`config.mk`:
```
export PLATFORM = sky130hd
export DESIGN_NAME = byp_ctrl
export DESIGN_NICKNAME = d
export VERILOG_FILES = /design/src/verilog/byp_rf_pkg.sv /design/src/verilog/byp_pipe_pkg.sv /design/src/verilog/byp_ctrl.sv /design/src/verilog/byp_fwd_sel.sv /design/src/verilog/byp_stall_ctrl.sv /design/src/verilog/byp_hazard_match.sv
export SDC_FILE = /design/constraint.sdc
export NUM_CORES = 1
export LEC_CHECK = 0
export ABC_CLOCK_PERIOD_IN_PS = 3600
export BUFFER_PORTS_ARGS = -buffer_cell sky130_fd_sc_hd__buf_2
export CAP_MARGIN = 20
export CORE_AREA = 2 2 39 41
export DETAILED_ROUTE_END_ITERATION = 8
export DIE_AREA = 0 0 41 43
export PLACE_DENSITY = 0.86
export RECOVER_POWER = 25
export SLEW_MARGIN = 10
export SYNTH_ARGS = -nofsm -noshare
export SYNTH_HDL_FRONTEND = slang
export SYNTH_HIERARCHICAL = 1
export SYNTH_SLANG_ARGS = --single-unit
```
`constraint.sdc`:
```
create_clock -name vclk -period 3.6
set_input_delay 0.72 -clock vclk [all_inputs]
set_output_delay 0.72 -clock vclk [all_outputs]
set_load 0.02 [all_outputs]
```
`src/verilog/byp_rf_pkg.sv`:
```
package byp_rf_pkg;

  ////////////////////////////////////////////////////////////
  // Register file geometry
  ////////////////////////////////////////////////////////////

  // Width of a register address, 32 architectural registers
  localparam int unsigned RF_ADDR_W = 5;

  // Number of register file read ports used by the ID stage
  // Port 0 carries rs1 and port 1 carries rs2
  localparam int unsigned NUM_READ_PORTS = 2;

  typedef logic [RF_ADDR_W-1:0] rf_addr_t;

  // All ID read addresses side by side, port 0 in the low bits
  typedef rf_addr_t [NUM_READ_PORTS-1:0] rf_raddr_vec_t;

  ////////////////////////////////////////////////////////////
  // Forwarding mux selects
  ////////////////////////////////////////////////////////////

  // Operand select, value 2'b11 is left free for later sources
  typedef enum logic [1:0] {
    SEL_REGFILE = 2'b00,
    SEL_FW_EX   = 2'b01,
    SEL_FW_WB   = 2'b10
  } op_fw_sel_e;

  // The jump target path only forwards from WB, never from EX
  typedef enum logic {
    SELJ_REGFILE = 1'b0,
    SELJ_FW_WB   = 1'b1
  } jalr_fw_sel_e;

endpackage
```
`src/verilog/byp_pipe_pkg.sv`:
```
package byp_pipe_pkg;

  import byp_rf_pkg::*;

  ////////////////////////////////////////////////////////////
  // Stage descriptors
  ////////////////////////////////////////////////////////////

  // Decoded view of the instruction sitting in ID
  // Only the bits that can create a hazard are carried here
  typedef struct packed {
    logic instr_valid;
    // Jump through a register (JALR)
    logic jmpr;
    // Explicit CSR access
    logic csr_en;
    // mret writes mstatus implicitly
    logic sys_mret;
    // WFI reads mstatus.tw and the privilege level
    logic sys_wfi;
  } id_dec_t;

  // Descriptor of the instruction in EX or in WB
  typedef struct packed {
    logic     instr_valid;
    // Register file write enable and destination
    logic     rf_we;
    rf_addr_t rf_waddr;
    // Load or store, the result is not ready for EX forwarding
    logic     lsu_en;
    logic     csr_en;
    logic     sys_mret;
    logic     sys_wfi;
  } stage_t;

  ////////////////////////////////////////////////////////////
  // Hazard match result against one writing stage
  ////////////////////////////////////////////////////////////

  typedef struct packed {
    // One bit per ID read port, already qualified with valid and rf_we
    logic [NUM_READ_PORTS-1:0] rd_hz;
    // rs1 match for the jump target, read enable not considered
    logic                      jalr_hz;
  } stage_hz_t;

  ////////////////////////////////////////////////////////////
  // Controller outputs
  ////////////////////////////////////////////////////////////

  typedef struct packed {
    logic         load_stall;
    logic         jalr_stall;
    logic         csr_stall;
    logic         wfi_stall;
    op_fw_sel_e   operand_a_sel;
    op_fw_sel_e   operand_b_sel;
    jalr_fw_sel_e jalr_sel;
  } ctrl_byp_t;

endpackage

```
`src/verilog/byp_ctrl.sv`:
```
module byp_ctrl import byp_rf_pkg::*, byp_pipe_pkg::*; (
  // From the decoder
  input  logic [NUM_READ_PORTS-1:0] rf_re_id_i,
  input  rf_raddr_vec_t             rf_raddr_id_i,

  // Stage descriptors
  input  id_dec_t                   id_i,
  input  stage_t                    ex_i,
  input  stage_t                    wb_i,

  // WB is not stalled on the data bus
  input  logic                      wb_ready_i,

  // Stall requests and forwarding selects
  output ctrl_byp_t                 ctrl_byp_o
);

  // Match results against the two writing stages
  stage_hz_t ex_hz;
  stage_hz_t wb_hz;

  // Stall requests
  logic load_stall;
  logic jalr_stall;
  logic csr_stall;
  logic wfi_stall;

  // Mux selects
  op_fw_sel_e   operand_a_sel;
  op_fw_sel_e   operand_b_sel;
  jalr_fw_sel_e jalr_sel;

  ////////////////////////////////////////////////////////////
  // Register dependency matching
  ////////////////////////////////////////////////////////////

  byp_hazard_match u_ex_match (
    .rf_re_id_i    (rf_re_id_i),
    .rf_raddr_id_i (rf_raddr_id_i),
    .stage_i       (ex_i),
    .hz_o          (ex_hz)
  );

  byp_hazard_match u_wb_match (
    .rf_re_id_i    (rf_re_id_i),
    .rf_raddr_id_i (rf_raddr_id_i),
    .stage_i       (wb_i),
    .hz_o          (wb_hz)
  );

  // Stall decisions, the only place that looks at instruction kinds
  byp_stall_ctrl u_stall_ctrl (
    .id_i         (id_i),
    .ex_i         (ex_i),
    .wb_i         (wb_i),
    .ex_hz_i      (ex_hz),
    .wb_hz_i      (wb_hz),
    .wb_ready_i   (wb_ready_i),
    .load_stall_o (load_stall),
    .jalr_stall_o (jalr_stall),
    .csr_stall_o  (csr_stall),
    .wfi_stall_o  (wfi_stall)
  );

  // Forwarding selects from the match results alone
  byp_fwd_sel u_fwd_sel (
    .ex_hz_i         (ex_hz),
    .wb_hz_i         (wb_hz),
    .operand_a_sel_o (operand_a_sel),
    .operand_b_sel_o (operand_b_sel),
    .jalr_sel_o      (jalr_sel)
  );

  // Collect everything into the controller bundle
  assign ctrl_byp_o.load_stall    = load_stall;
  assign ctrl_byp_o.jalr_stall    = jalr_stall;
  assign ctrl_byp_o.csr_stall     = csr_stall;
  assign ctrl_byp_o.wfi_stall     = wfi_stall;
  assign ctrl_byp_o.operand_a_sel = operand_a_sel;
  assign ctrl_byp_o.operand_b_sel = operand_b_sel;
  assign ctrl_byp_o.jalr_sel      = jalr_sel;

endmodule

```
`src/verilog/byp_fwd_sel.sv`:
```
module byp_fwd_sel import byp_rf_pkg::*, byp_pipe_pkg::*; (
  // Register matches against EX and WB
  input  stage_hz_t    ex_hz_i,
  input  stage_hz_t    wb_hz_i,

  // Forwarding mux selects for the ID stage
  output op_fw_sel_e   operand_a_sel_o,
  output op_fw_sel_e   operand_b_sel_o,
  output jalr_fw_sel_e jalr_sel_o
);

  ////////////////////////////////////////////////////////////
  // Operand priority decode
  ////////////////////////////////////////////////////////////

  // EX holds the younger write of the two, so it wins over WB
  function automatic op_fw_sel_e op_sel(input logic ex_hit, input logic wb_hit);
    op_fw_sel_e sel;
    sel = SEL_REGFILE;
    if (ex_hit) begin
      sel = SEL_FW_EX;
    end else if (wb_hit) begin
      sel = SEL_FW_WB;
    end
    return sel;
  endfunction

  // Operand A comes from port 0 (rs1)
  assign operand_a_sel_o = op_sel(ex_hz_i.rd_hz[0], wb_hz_i.rd_hz[0]);

  // Operand B comes from port 1 (rs2)
  assign operand_b_sel_o = op_sel(ex_hz_i.rd_hz[1], wb_hz_i.rd_hz[1]);

  ////////////////////////////////////////////////////////////
  // Jump target select
  ////////////////////////////////////////////////////////////

  // There is no EX leg on this mux, an EX producer makes the jump stall
  // A load in WB also stalls, so the select is a don't care then
  always_comb begin
    jalr_sel_o = SELJ_REGFILE;
    if (wb_hz_i.jalr_hz) begin
      jalr_sel_o = SELJ_FW_WB;
    end
  end

endmodule

```
`src/verilog/byp_stall_ctrl.sv`:
```
module byp_stall_ctrl import byp_pipe_pkg::*; (
  // Instruction in ID
  input  id_dec_t   id_i,

  // Instructions in EX and WB
  input  stage_t    ex_i,
  input  stage_t    wb_i,

  // Register matches against EX and WB
  input  stage_hz_t ex_hz_i,
  input  stage_hz_t wb_hz_i,

  // WB is not waiting on the data bus
  input  logic      wb_ready_i,

  // Stall requests towards the controller
  output logic      load_stall_o,
  output logic      jalr_stall_o,
  output logic      csr_stall_o,
  output logic      wfi_stall_o
);

  // Any operand of ID depends on EX or on WB
  logic rd_dep_ex;
  logic rd_dep_wb;

  // Load or store in WB whose result is still on its way
  logic lsu_in_wb;

  // A jump through a register sits in ID
  logic jmpr_id;

  // ID reads CSR state, including the implicit reads of mret and WFI
  logic csr_rd_id;

  // EX or WB writes CSR state, explicitly or through mret
  logic csr_wr_ex;
  logic csr_wr_wb;

  assign rd_dep_ex = |ex_hz_i.rd_hz;
  assign rd_dep_wb = |wb_hz_i.rd_hz;

  // The WB match already implies a valid instruction in WB
  assign lsu_in_wb = wb_i.lsu_en;

  assign jmpr_id   = id_i.instr_valid && id_i.jmpr;

  ////////////////////////////////////////////////////////////
  // Load-use stall
  ////////////////////////////////////////////////////////////

  // Load data only exists once the bus has answered, which is after EX
  // While WB waits on the bus its result can not be forwarded either
  assign load_stall_o = (ex_i.lsu_en && rd_dep_ex) ||
                        (!wb_ready_i && rd_dep_wb);

  ////////////////////////////////////////////////////////////
  // Jump register stall
  ////////////////////////////////////////////////////////////

  // The jump target mux has no EX input, so any EX producer stalls
  // From WB only ALU results are forwarded; load data is too late
  assign jalr_stall_o = jmpr_id &&
                        (ex_hz_i.jalr_hz || (wb_hz_i.jalr_hz && lsu_in_wb));

  ////////////////////////////////////////////////////////////
  // CSR and WFI stalls
  ////////////////////////////////////////////////////////////

  assign csr_rd_id = id_i.instr_valid &&
                     (id_i.csr_en || id_i.sys_mret || id_i.sys_wfi);

  assign csr_wr_ex = ex_i.instr_valid && (ex_i.csr_en || ex_i.sys_mret);
  assign csr_wr_wb = wb_i.instr_valid && (wb_i.csr_en || wb_i.sys_mret);

  // Conservative check, any CSR write ahead blocks any CSR read in ID
  // It does not compare CSR addresses
  assign csr_stall_o = csr_rd_id && (csr_wr_ex || csr_wr_wb);

  // Keep loads and stores behind a WFI while it is in EX
  assign wfi_stall_o = ex_i.instr_valid && ex_i.sys_wfi;

endmodule

```
`src/verilog/byp_hazard_match.sv`:
```
module byp_hazard_match import byp_rf_pkg::*, byp_pipe_pkg::*; (
  // Read enables and addresses from the decoder
  input  logic [NUM_READ_PORTS-1:0] rf_re_id_i,
  input  rf_raddr_vec_t             rf_raddr_id_i,

  // The stage that may be writing the register file
  input  stage_t                    stage_i,

  // Qualified match results
  output stage_hz_t                 hz_o
);

  // Stage holds a live instruction that will write a register
  logic stage_wr;

  // Address compares, one per read port, not yet qualified
  logic [NUM_READ_PORTS-1:0] addr_eq;

  // Nonzero read address per port, x0 never produces a hazard
  logic [NUM_READ_PORTS-1:0] addr_nz;

  assign stage_wr = stage_i.instr_valid && stage_i.rf_we;

  ////////////////////////////////////////////////////////////
  // Operand read ports
  ////////////////////////////////////////////////////////////

  genvar g_port;
  generate
    for (g_port = 0; g_port < NUM_READ_PORTS; g_port++) begin : gen_port_match
      assign addr_eq[g_port] = (rf_raddr_id_i[g_port] == stage_i.rf_waddr);

      // Reads of x0 return zero, so a write to x0 must not forward
      assign addr_nz[g_port] = |rf_raddr_id_i[g_port];

      // Every term must hold for the operand to depend on this stage
      assign hz_o.rd_hz[g_port] = stage_wr && rf_re_id_i[g_port] &&
                                  addr_nz[g_port] && addr_eq[g_port];
    end
  endgenerate

  ////////////////////////////////////////////////////////////
  // Jump target path
  ////////////////////////////////////////////////////////////

  // A JALR always reads rs1, so the read enable is left out here
  // The result only matters when ID really holds a jump
  assign hz_o.jalr_hz = stage_wr && addr_nz[0] && addr_eq[0];

endmodule

```
After elaboration in Yosys (flattened, before gate mapping)
Cells that the tools add are included.

word-level totals
  register bits after elaboration = 0
  bits of input ports = 40
  output and inout port bits = 9
  word-level logic and storage cells = 49

operators by class
  equal/unequal tests = 4
  multiplexer cells = 5
  reduce and logical (&&, ||, !) cells = 40

operators by type and width
  cell                 count
  $logic_and A1 B1 Y1  28
  $eq A5 B5 Y1         4
  $reduce_or A5 Y1     2
  $mux W2              4
  $logic_or A1 B1 Y1   7
  $reduce_or A2 Y1     2
  $logic_not A1 Y1     1
  $mux W1              1

Depth between registers and ports, before layout
Gate-level depths: netlist (run 1).

  depth in word-level cells = 7
  depth in mapped cells = 6
  depth with buffers taken out = 5

Cells and area by module
The synthesis (run 1) kept the hierarchy.

by module, submodules not included
  module            instances  cells each  area each (sq um)  sequential area each (sq um)
  byp_hazard_match  2          22          161.4              0.0
  byp_stall_ctrl    1          11          55.1               0.0
  byp_fwd_sel       1          5           50.0               0.0
  byp_ctrl          1          5           37.5               0.0

Least setup slack after synthesis (run 1)
OpenSTA, ideal clock, no wires.

  path kind = in2out
  start point = input ex_i[8] (netlist name)
  end point = output ctrl_byp_o[8] (netlist name)
  data arrival time = 1.929 ns
  required time = 2.880 ns
  setup slack = 0.951 ns
  stages on the path = 6
  buffers on the path = 1
  path through = xnor2_1 -> nand3_1 -> nor4b_1 -> o21ai_0 -> o21ai_0 -> buf_4

RTL lines
  element          line            RTL
  start, declared  byp_ctrl.sv:8   input stage_t ex_i,
  end, declared    byp_ctrl.sv:15  output ctrl_byp_t ctrl_byp_o

==> flow_summary.toml, run 1 <==
[run_status]
outcome = "complete, no violations"

[floorplan]
dieArea_mm2 = 0.00176
initial_utilization_pct = 33.6
die_h_um = 43
die_w_um = 41
num_io_pins = 49
cell_rows = 14
coreArea_mm2 = 0.00138

[pwr]
power_leakage_nw = 0.288
design_power_total_uw = 66.3
power_density_mw_per_mm2 = 100
vdd_ir_drop_max_v = 0.0000381

[layout]
finish.instance_area_um2 = 663
finish.net_count = 147
area_growth_pct = 42.5
layout.cells.non_filler = 121
sequential_cell_total = 0
multi_input_combinational_cell_area_um2 = 405
seq_area_um2 = 0
layout-drive-gt1-share_pct = 51.4
antenna_cells = 0
final.fill_count = 164
clk_buf = 0

[global_routing]
use_met3_pct = 0.524
grt_antenna_before_repair = 0
congestion_overflow_gr = 0
grt_use_met1_pct = 19.0
global_route.usage.total_pct = 16.4
global_route.usage.met2_pct = 31.6
maximum_number_of_pins_on_one_net_before_global_route_repair = 5
grt_first_pass_wirelength_um = 2140
via_count_of_the_first_global_routing_pass = 557
busiest_layer = "met2"

[yosys]
mappedNetlistArea_um2 = 465
synth.yosys.warnings = 6
yosys.cell_count.top_type = "xnor2_1"
synth.top_cells.by_count = "18 x xnor2_1, 8 x buf_4"
synthDominantAreaCellType = "xnor2_1"
synth_seq_area_share_pct = 0
syn_inst = 65
yosys.area.top_type_share_pct = 33.9
post_synth_main_area_contributors = "xnor2_1 34%, buf_4 13%, nor2b_4 5.9%"
mappedNetlistNets = 105
synthDistinctLibCells = 17
syn-mean-instance-area_um2 = 7.16

[detailed_routing]
firstDrtPassIters = 3
drc_errors_left = 0
drt-total-wl_um = 1390
dr.first_iter.drc_count = 6
route.detailed.wl_per_inst_um = 11.5
antenna_nets_post_route = 0
vias_per_cell = 4.92
vias_after_detailed_routing = 595

[placed_design]
detail_placement_hpwl_um = 1300
placedInstanceArea_um2 = 666
gp_congestion = 0.829
numPortBuffers = 48
placed_cells_incl_taps = 121

[sta]
report.final.hold_viol_count = 0
setup_total_negative_slack_ns = 0
finalCritPeriodShare_pct = 81.4
timing.max_slew.rel_slack_pct = 52.7
clock.fmax_mhz = 341
finalSetupViolCount = 0
final_max_slew_viol_count = 0
min_cycle_time_layout_ns = 2.93
worst_slew_pin_slew_ns = 0.699
setup_repair_after_global_routing_missed_its_margin = "false"

[critical_path]
critical_path_required_ns = 2.88
crit_path_cell_trace = "buf_2, xnor2_1, nand4_1, nor4b_1, o21ai_0, o21ai_0, buf_2"
worst_setup_path_end_kind = "output port"
critical_path.startpoint_type = "input port"
cpMaxStageDelayCell = "nor4b_1"
crit_type = "in -> out"
path_buf_inv = 2
arrival_ns = 2.21
timing.critical_path.max_delay_family = "simple AND/OR/NAND/NOR gates"
worstPathMaxFanout = 3
critical-path-max-stage-delay_ns = 0.62

[clock_tree]
post_cts_hold_buffer_count = 0
postCtsResizedCells = 0
post_cts_buffers = 0

[run]
drv.max_cap_violation_count = 0

[hold_path]
min_delay_worst_type = "in -> out"
[layout make-up]
cell class         count  share of cell area [%]
repair buffers        48                    35.8
well taps             16                    3.02
multi-input cells     57                    61.1
[power breakdown]
part           internal, mW  switching, mW  total, mW  leakage (nW)
Clock                     0              0          0             0
Sequential                0              0          0             0
Combinational        0.0353         0.0310     0.0663         0.288
[placed cells by master (no fill, tap or decap), types with 4 or more instances in the layout]
cell / Yosys / layout
buf_2: 0 / 46
xnor2_1: 18 / 18
nor2_1: 4 / 4
a21oi_1: 4 / 4
nand3_1: 4 / 4
nand4_1: 4 / 4
nor3_1: 4 / 4
o21ai_0: 4 / 4
[metrics by stage]
step                      setup WS, ns  utilization [%]  hold slack, ns
after floorplan                  0.951                -            1.65
after global placement           0.709             48.1            1.73
after detailed placement         0.681             48.1            1.75
after CTS                        0.670             48.1            1.75
after global routing             0.549             47.9            1.76
final                            0.668             47.9            1.75
[routing by layer]
metal | vias to the layer above | wire (um)
met2 | 33 | 721
met1 | 252 | 503
met3 | 2 | 155
li1 | 308 | -
met5 | - | 0
met4 | 0 | 9
[cell families (layout without fill, tap and decap cells)]
family	Yosys count	in the layout	share of synthesized area, %
buf+inv	8	48	12.9
simple gates	30	30	43.0
xor+xnor	18	18	33.9
compound gates	9	9	10.2
[worst paths after layout]
| path | start | endpoint | slack [ns] | cells past startpoint |
|---|---|---|---|---|
| worst min-delay path | wb_ready_i | ctrl_byp_o[8] | 1.75 | 3 |
| worst max-delay path | ex_i[4] | ctrl_byp_o[8] | 0.67 | 7 |
(Power assumes the default switching activity.)
==> inputs of run 2 (changes only) <==
--- a/config.mk
+++ b/config.mk
@@ -5,7 +5,7 @@
 export SDC_FILE = /design/constraint.sdc
 export NUM_CORES = 1
 export LEC_CHECK = 0
-export ABC_CLOCK_PERIOD_IN_PS = 3600
+export ABC_CLOCK_PERIOD_IN_PS = 2940
 export BUFFER_PORTS_ARGS = -buffer_cell sky130_fd_sc_hd__buf_2
 export CAP_MARGIN = 20
 export CORE_AREA = 2 2 39 41
==> constraint.sdc (replaced) <==
create_clock -name vclk -period 2.94
set_input_delay 0.588 -clock vclk [all_inputs]
set_output_delay 0.588 -clock vclk [all_outputs]
set_load 0.02 [all_outputs]
==> run 2 against run 1 <==
Against the previous run: global-route usage shrank 0.70 points; wire length down 0.29%; die area unchanged; sequential cell count stayed put; sequential share of layout area unchanged; via count rose by 0.17%; final cell count is the same; critical path depth stayed put; worst setup slack got worse by 0.40 ns; critical path type unchanged.
==> flow_summary.toml, run 2 (synthesized netlist as in run 1, its figures left out) <==
[run_status]
outcome = "complete, no violations"

[pwr]
power_leakage_nw = 0.288
power_density_mw_per_mm2 = 122
power_switching_share_pct = 46.7
vdd_ir_drop_max_v = 0.0000543
internal-power_uw = 43.2
net_switching_power_of_the_design_uw = 37.8
comb_power_share_pct = 100.0
clockPowerShare_pct = 0
seq_power_share_pct = 0

[detailed_routing]
firstDrtPassIters = 4
drc_errors_left = 0
dr.first_iter.drc_count = 6
antenna_nets_post_route = 0
vias_after_detailed_routing = 596
drt-total-wl_um = 1390
route.detailed.wl_per_inst_um = 11.4
vias_per_cell = 4.93

[placed_design]
gp_congestion = 0.829
numPortBuffers = 48
placed_cells_incl_taps = 121
dpl_worst_slack_ns = 0.249

[floorplan]
initial_utilization_pct = 33.6
die_w_um = 41
cell_rows = 14
die_h_um = 43
dieArea_mm2 = 0.00176
coreArea_mm2 = 0.00138
num_io_pins = 49

[critical_path]
worstPathMaxFanout = 3
critical-path-max-stage-delay_ns = 0.63
critical_path_required_ns = 2.35
cpMaxStageDelayCell = "nor4b_1"
arrival_ns = 2.09
critical_path.startpoint_type = "input port"
timing.critical_path.max_delay_family = "simple AND/OR/NAND/NOR gates"
worst_setup_path_end_kind = "output port"
crit_path_cell_trace = "buf_2, xnor2_1, nand4_1, nor4b_1, o21ai_0, o21ai_0, buf_2"
crit_type = "in -> out"
path_buf_inv = 2

[sta]
worst_slew_pin_slew_ns = 0.706
final_max_slew_viol_count = 0
finalSetupViolCount = 0
report.final.hold_viol_count = 0
clock.fmax_mhz = 374
setup_slack_ns = 0.264
setup_repair_after_global_routing_missed_its_margin = "false"
finalCritPeriodShare_pct = 91.0
setup_total_negative_slack_ns = 0
timing.max_slew.rel_slack_pct = 52.3
min_cycle_time_layout_ns = 2.68

[layout]
finish.net_count = 147
final_core_utilization_pct = 47.9
seq_area_um2 = 0
sequential_cell_total = 0
final.fill_count = 157
antenna_cells = 0
area_growth_pct = 42.5
clk_buf = 0
mostFrequentLayoutCells = "46 x buf_2, 18 x xnor2_1"
mostFrequentLayoutCell = "buf_2"
layout-drive-gt1-share_pct = 51.4
layout.cells.non_filler = 121

[global_routing]
global_route.usage.total_pct = 15.7
grt_first_pass_wirelength_um = 2050
maximum_number_of_pins_on_one_net_before_global_route_repair = 5
congestion_overflow_gr = 0
via_count_of_the_first_global_routing_pass = 543
grt_antenna_before_repair = 0

[clock_tree]
postCtsResizedCells = 0
post_cts_buffers = 0
post_cts_hold_buffer_count = 0

[hold_path]
timing.hold.worst_endpoint = "ctrl_byp_o[8]"
min_delay_worst_type = "in -> out"
start_point_of_the_worst_hold_path = "wb_ready_i"
hold-path-cell-count = 3

[run]
drv.max_cap_violation_count = 0
run 2: cell counts in the layout (fill, tap and decap cells not counted):
Identical to the previous run, type by type.
run 2: power by group through the flow:
stage          logic (mW)  registers [mW]  clock network, mW
2_1_floorplan      0.0408               0                  0
3_3_place_gp       0.0787               0                  0
3_5_place_dp       0.0819               0                  0
4_1_cts            0.0822               0                  0
5_1_grt            0.0909               0                  0
6_report           0.0811               0                  0
run 2: final cells by class:
cell class | instances | area [um^2] | share of cell area [%]
multi-input cells | 57 | 405 | 61.1
repair buffers | 48 | 238 | 35.8
well taps | 16 | 20.0 | 3.02
run 2: worst max path at each step:
| stage | from | endpoint | slack (ns) | depth (start not counted) |
|---|---|---|---|---|
| floorplan | ex_i[8] | ctrl_byp_o[8] | 0.55 | 6 |
| global placement | ex_i[8] | ctrl_byp_o[8] | 0.31 | 7 |
| detailed placement | ex_i[4] | ctrl_byp_o[8] | 0.25 | 7 |
| CTS | ex_i[4] | ctrl_byp_o[8] | 0.25 | 7 |
| global route | ex_i[4] | ctrl_byp_o[8] | 0.12 | 7 |
| finish | ex_i[4] | ctrl_byp_o[8] | 0.26 | 7 |
run 2: stage by stage:
step	power, mW	hold slack [ns]	area (um^2)
after CTS	0.0822	1.48	666
final	0.0811	1.48	663
after floorplan	0.0408	1.38	465
after global placement	0.0787	1.46	666
after detailed placement	0.0819	1.48	666
after global routing	0.0909	1.49	663
run 2: metal layers:
layer,share of wire (%),GRT usage (%)
met1,34,18.4
met2,51,28.7
met3,13,1.05
met4,1.7,3.33
met5,0,0
run 2: worst min-delay path: stages:
cell and delay [ns]:
buf_2 0.07, o21ai_0 0.07, buf_2 0.16
==> inputs of run 3 (changes only) <==
--- a/config.mk
+++ b/config.mk
@@ -11,10 +11,10 @@
 export CORE_AREA = 2 2 39 41
 export DETAILED_ROUTE_END_ITERATION = 8
 export DIE_AREA = 0 0 41 43
-export PLACE_DENSITY = 0.86
+export PLACE_DENSITY = 0.81
 export RECOVER_POWER = 25
 export SLEW_MARGIN = 10
 export SYNTH_ARGS = -nofsm -noshare
 export SYNTH_HDL_FRONTEND = slang
-export SYNTH_HIERARCHICAL = 1
 export SYNTH_SLANG_ARGS = --single-unit
+export TNS_END_PERCENT = 5
==> run 3 against run 2 <==
Against the previous run: final cell count decreased by 2.5%; worst setup slack gained 0.16 ns; via count is 8.4% lower; fmax rose by 6.4%; wire length is 10% lower; power is 2.8% lower; first-iteration DRC count down 17%; synthesized cell count down 9.2%; combinational power shrank 2.8%.
==> flow_summary.toml, run 3 <==
[sta]
clock.fmax_mhz = 398
setup_slack_ns = 0.425
setup_total_negative_slack_ns = 0
finalCritPeriodShare_pct = 85.6
worst_slew_pin_slew_ns = 0.448
final_max_slew_viol_count = 0
min_cycle_time_layout_ns = 2.52
timing.max_slew.rel_slack_pct = 69.9
setup_repair_after_global_routing_missed_its_margin = "false"
report.final.hold_viol_count = 0
finalSetupViolCount = 0

[detailed_routing]
antenna_nets_post_route = 0
route.detailed.wl_per_inst_um = 10.5
drt-total-wl_um = 1240
dr.first_iter.drc_count = 5
vias_after_detailed_routing = 546
drc_errors_left = 0
vias_per_cell = 4.63
firstDrtPassIters = 2

[clock_tree]
postCtsResizedCells = 0
post_cts_buffers = 0
post_cts_hold_buffer_count = 0

[layout]
mostFrequentLayoutCells = "46 x buf_2, 18 x xnor2_1, 5 x nand2_1"
layout-drive-gt1-share_pct = 46.1
area_growth_pct = 55.2
mostFrequentLayoutCell = "buf_2"
sequential_cell_total = 0
finish.net_count = 144
clk_buf = 0
seq_area_um2 = 0
antenna_cells = 0

[floorplan]
cell_rows = 14
die_h_um = 43
dieArea_mm2 = 0.00176
coreArea_mm2 = 0.00138
die_w_um = 41
initial_utilization_pct = 28.8
num_io_pins = 49

[yosys]
syn_inst = 59
mappedNetlistArea_um2 = 399
synth.yosys.warnings = 0
mappedNetlistNets = 99
yosys.area.top_type_share_pct = 39.5
synthDistinctLibCells = 18
syn-mean-instance-area_um2 = 6.76
post_synth_main_area_contributors = "xnor2_1 39%, buf_4 9.4%, or4_1 5.6%"
synth_seq_area_share_pct = 0
yosys.cell_count.top_type = "xnor2_1"
synthDominantAreaCellType = "xnor2_1"
synth.top_cells.by_count = "18 x xnor2_1, 5 x buf_4, 5 x nand2_1"

[hold_path]
min_delay_worst_type = "in -> out"
timing.hold.worst_endpoint = "ctrl_byp_o[8]"
hold-path-cell-count = 3
start_point_of_the_worst_hold_path = "wb_ready_i"

[critical_path]
worst_setup_path_end_kind = "output port"
crit_type = "in -> out"
arrival_ns = 1.93
critical_path.startpoint_type = "input port"
critical_path_required_ns = 2.35
worstPathMaxFanout = 3

[global_routing]
grt_antenna_before_repair = 0
use_met3_pct = 0.524
via_count_of_the_first_global_routing_pass = 506
busiest_layer = "met2"
global_route.usage.total_pct = 15.0
grt_first_pass_wirelength_um = 1970
maximum_number_of_pins_on_one_net_before_global_route_repair = 5
congestion_overflow_gr = 0
grt_use_met1_pct = 18.7
global_route.usage.met2_pct = 28.1

[placed_design]
gp_congestion = 0.837
numPortBuffers = 48
dpl_worst_slack_ns = 0.417
detail_placement_hpwl_um = 1190

[pwr]
power_density_mw_per_mm2 = 127
vdd_ir_drop_max_v = 0.0000526
power_leakage_nw = 0.286

[run_status]
outcome = "complete, no violations"

[run]
drv.max_cap_violation_count = 0
==> run 3: changes by cell type after synthesis, moves of 2 or more <==
| cell | change |
|---|---|
| a21oi_1 | -2 |
| nand2_1 | +4 |
| o21ai_1 | +3 |
| nor4b_1 | -2 |
| nor2b_4 | -2 |
| xor2_1 | +2 |
| nor2_2 | -2 |
| and2_2 | -2 |
| nor4_1 | +2 |
| nand3_1 | -2 |
| or4_4 | -2 |
| buf_4 | -3 |
==> run 3: logic make-up (layout without fill, tap and decap cells) <==
logic type      after synthesis  in the layout  share of synthesized area, %
compound gates               10             10                          13.8
xor+xnor                     20             20                          43.9
buf+inv                       5             48                          9.41
simple gates                 24             24                          32.9
==> run 3: cell type report <==
class	instances	area (um^2)
fill	161	764
multi-input combinational	54	362
timing repair buffer	48	238
tap	16	20.0
==> run 3: worst max-delay path, stage by stage <==
cell and delay (ns):
buf_2 0.12, xnor2_1 0.17, nand4_1 0.10, or4_1 0.53
a21boi_1 0.15, o21ai_1 0.10, buf_2 0.17
==> run 3: layer usage <==
metal | vias to the layer above | share of wire, %
li1 | 291 | -
met1 | 233 | 42
met2 | 22 | 51
met3 | 0 | 7.1
met4 | 0 | 0
met5 | - | 0
==> run 3: through the flow <==
step | cell area [um^2] | cells | power [mW] | util, % | hold WS (ns)
6_report | 619 | 118 | 0.0788 | 44.8 | 1.45
5_1_grt | 619 | 118 | 0.0870 | 44.8 | 1.49
2_1_floorplan | 399 | 59 | 0.0404 | - | 1.33
4_1_cts | 622 | 118 | 0.0800 | 44.9 | 1.45
3_5_place_dp | 622 | 118 | 0.0797 | 44.9 | 1.45
3_3_place_gp | 622 | 118 | 0.0779 | 44.9 | 1.45
==> run 3: power by group <==
group / switching [mW] / internal [mW]
Combinational: 0.0370 / 0.0418
Clock: 0 / 0
Sequential: 0 / 0
Total: 0.0370 / 0.0418
==> run 3: worst max-delay path by stage <==
stage | cells past startpoint | endpoint | start | slack, ns
finish | 7 | ctrl_byp_o[8] | rf_raddr_id_i[9] | 0.42
floorplan | 6 | ctrl_byp_o[8] | ex_i[7] | 0.28
CTS | 7 | ctrl_byp_o[8] | rf_raddr_id_i[9] | 0.41
global route | 7 | ctrl_byp_o[8] | rf_raddr_id_i[0] | 0.27
detailed placement | 7 | ctrl_byp_o[8] | rf_raddr_id_i[9] | 0.42
global placement | 7 | ctrl_byp_o[8] | rf_raddr_id_i[9] | 0.42
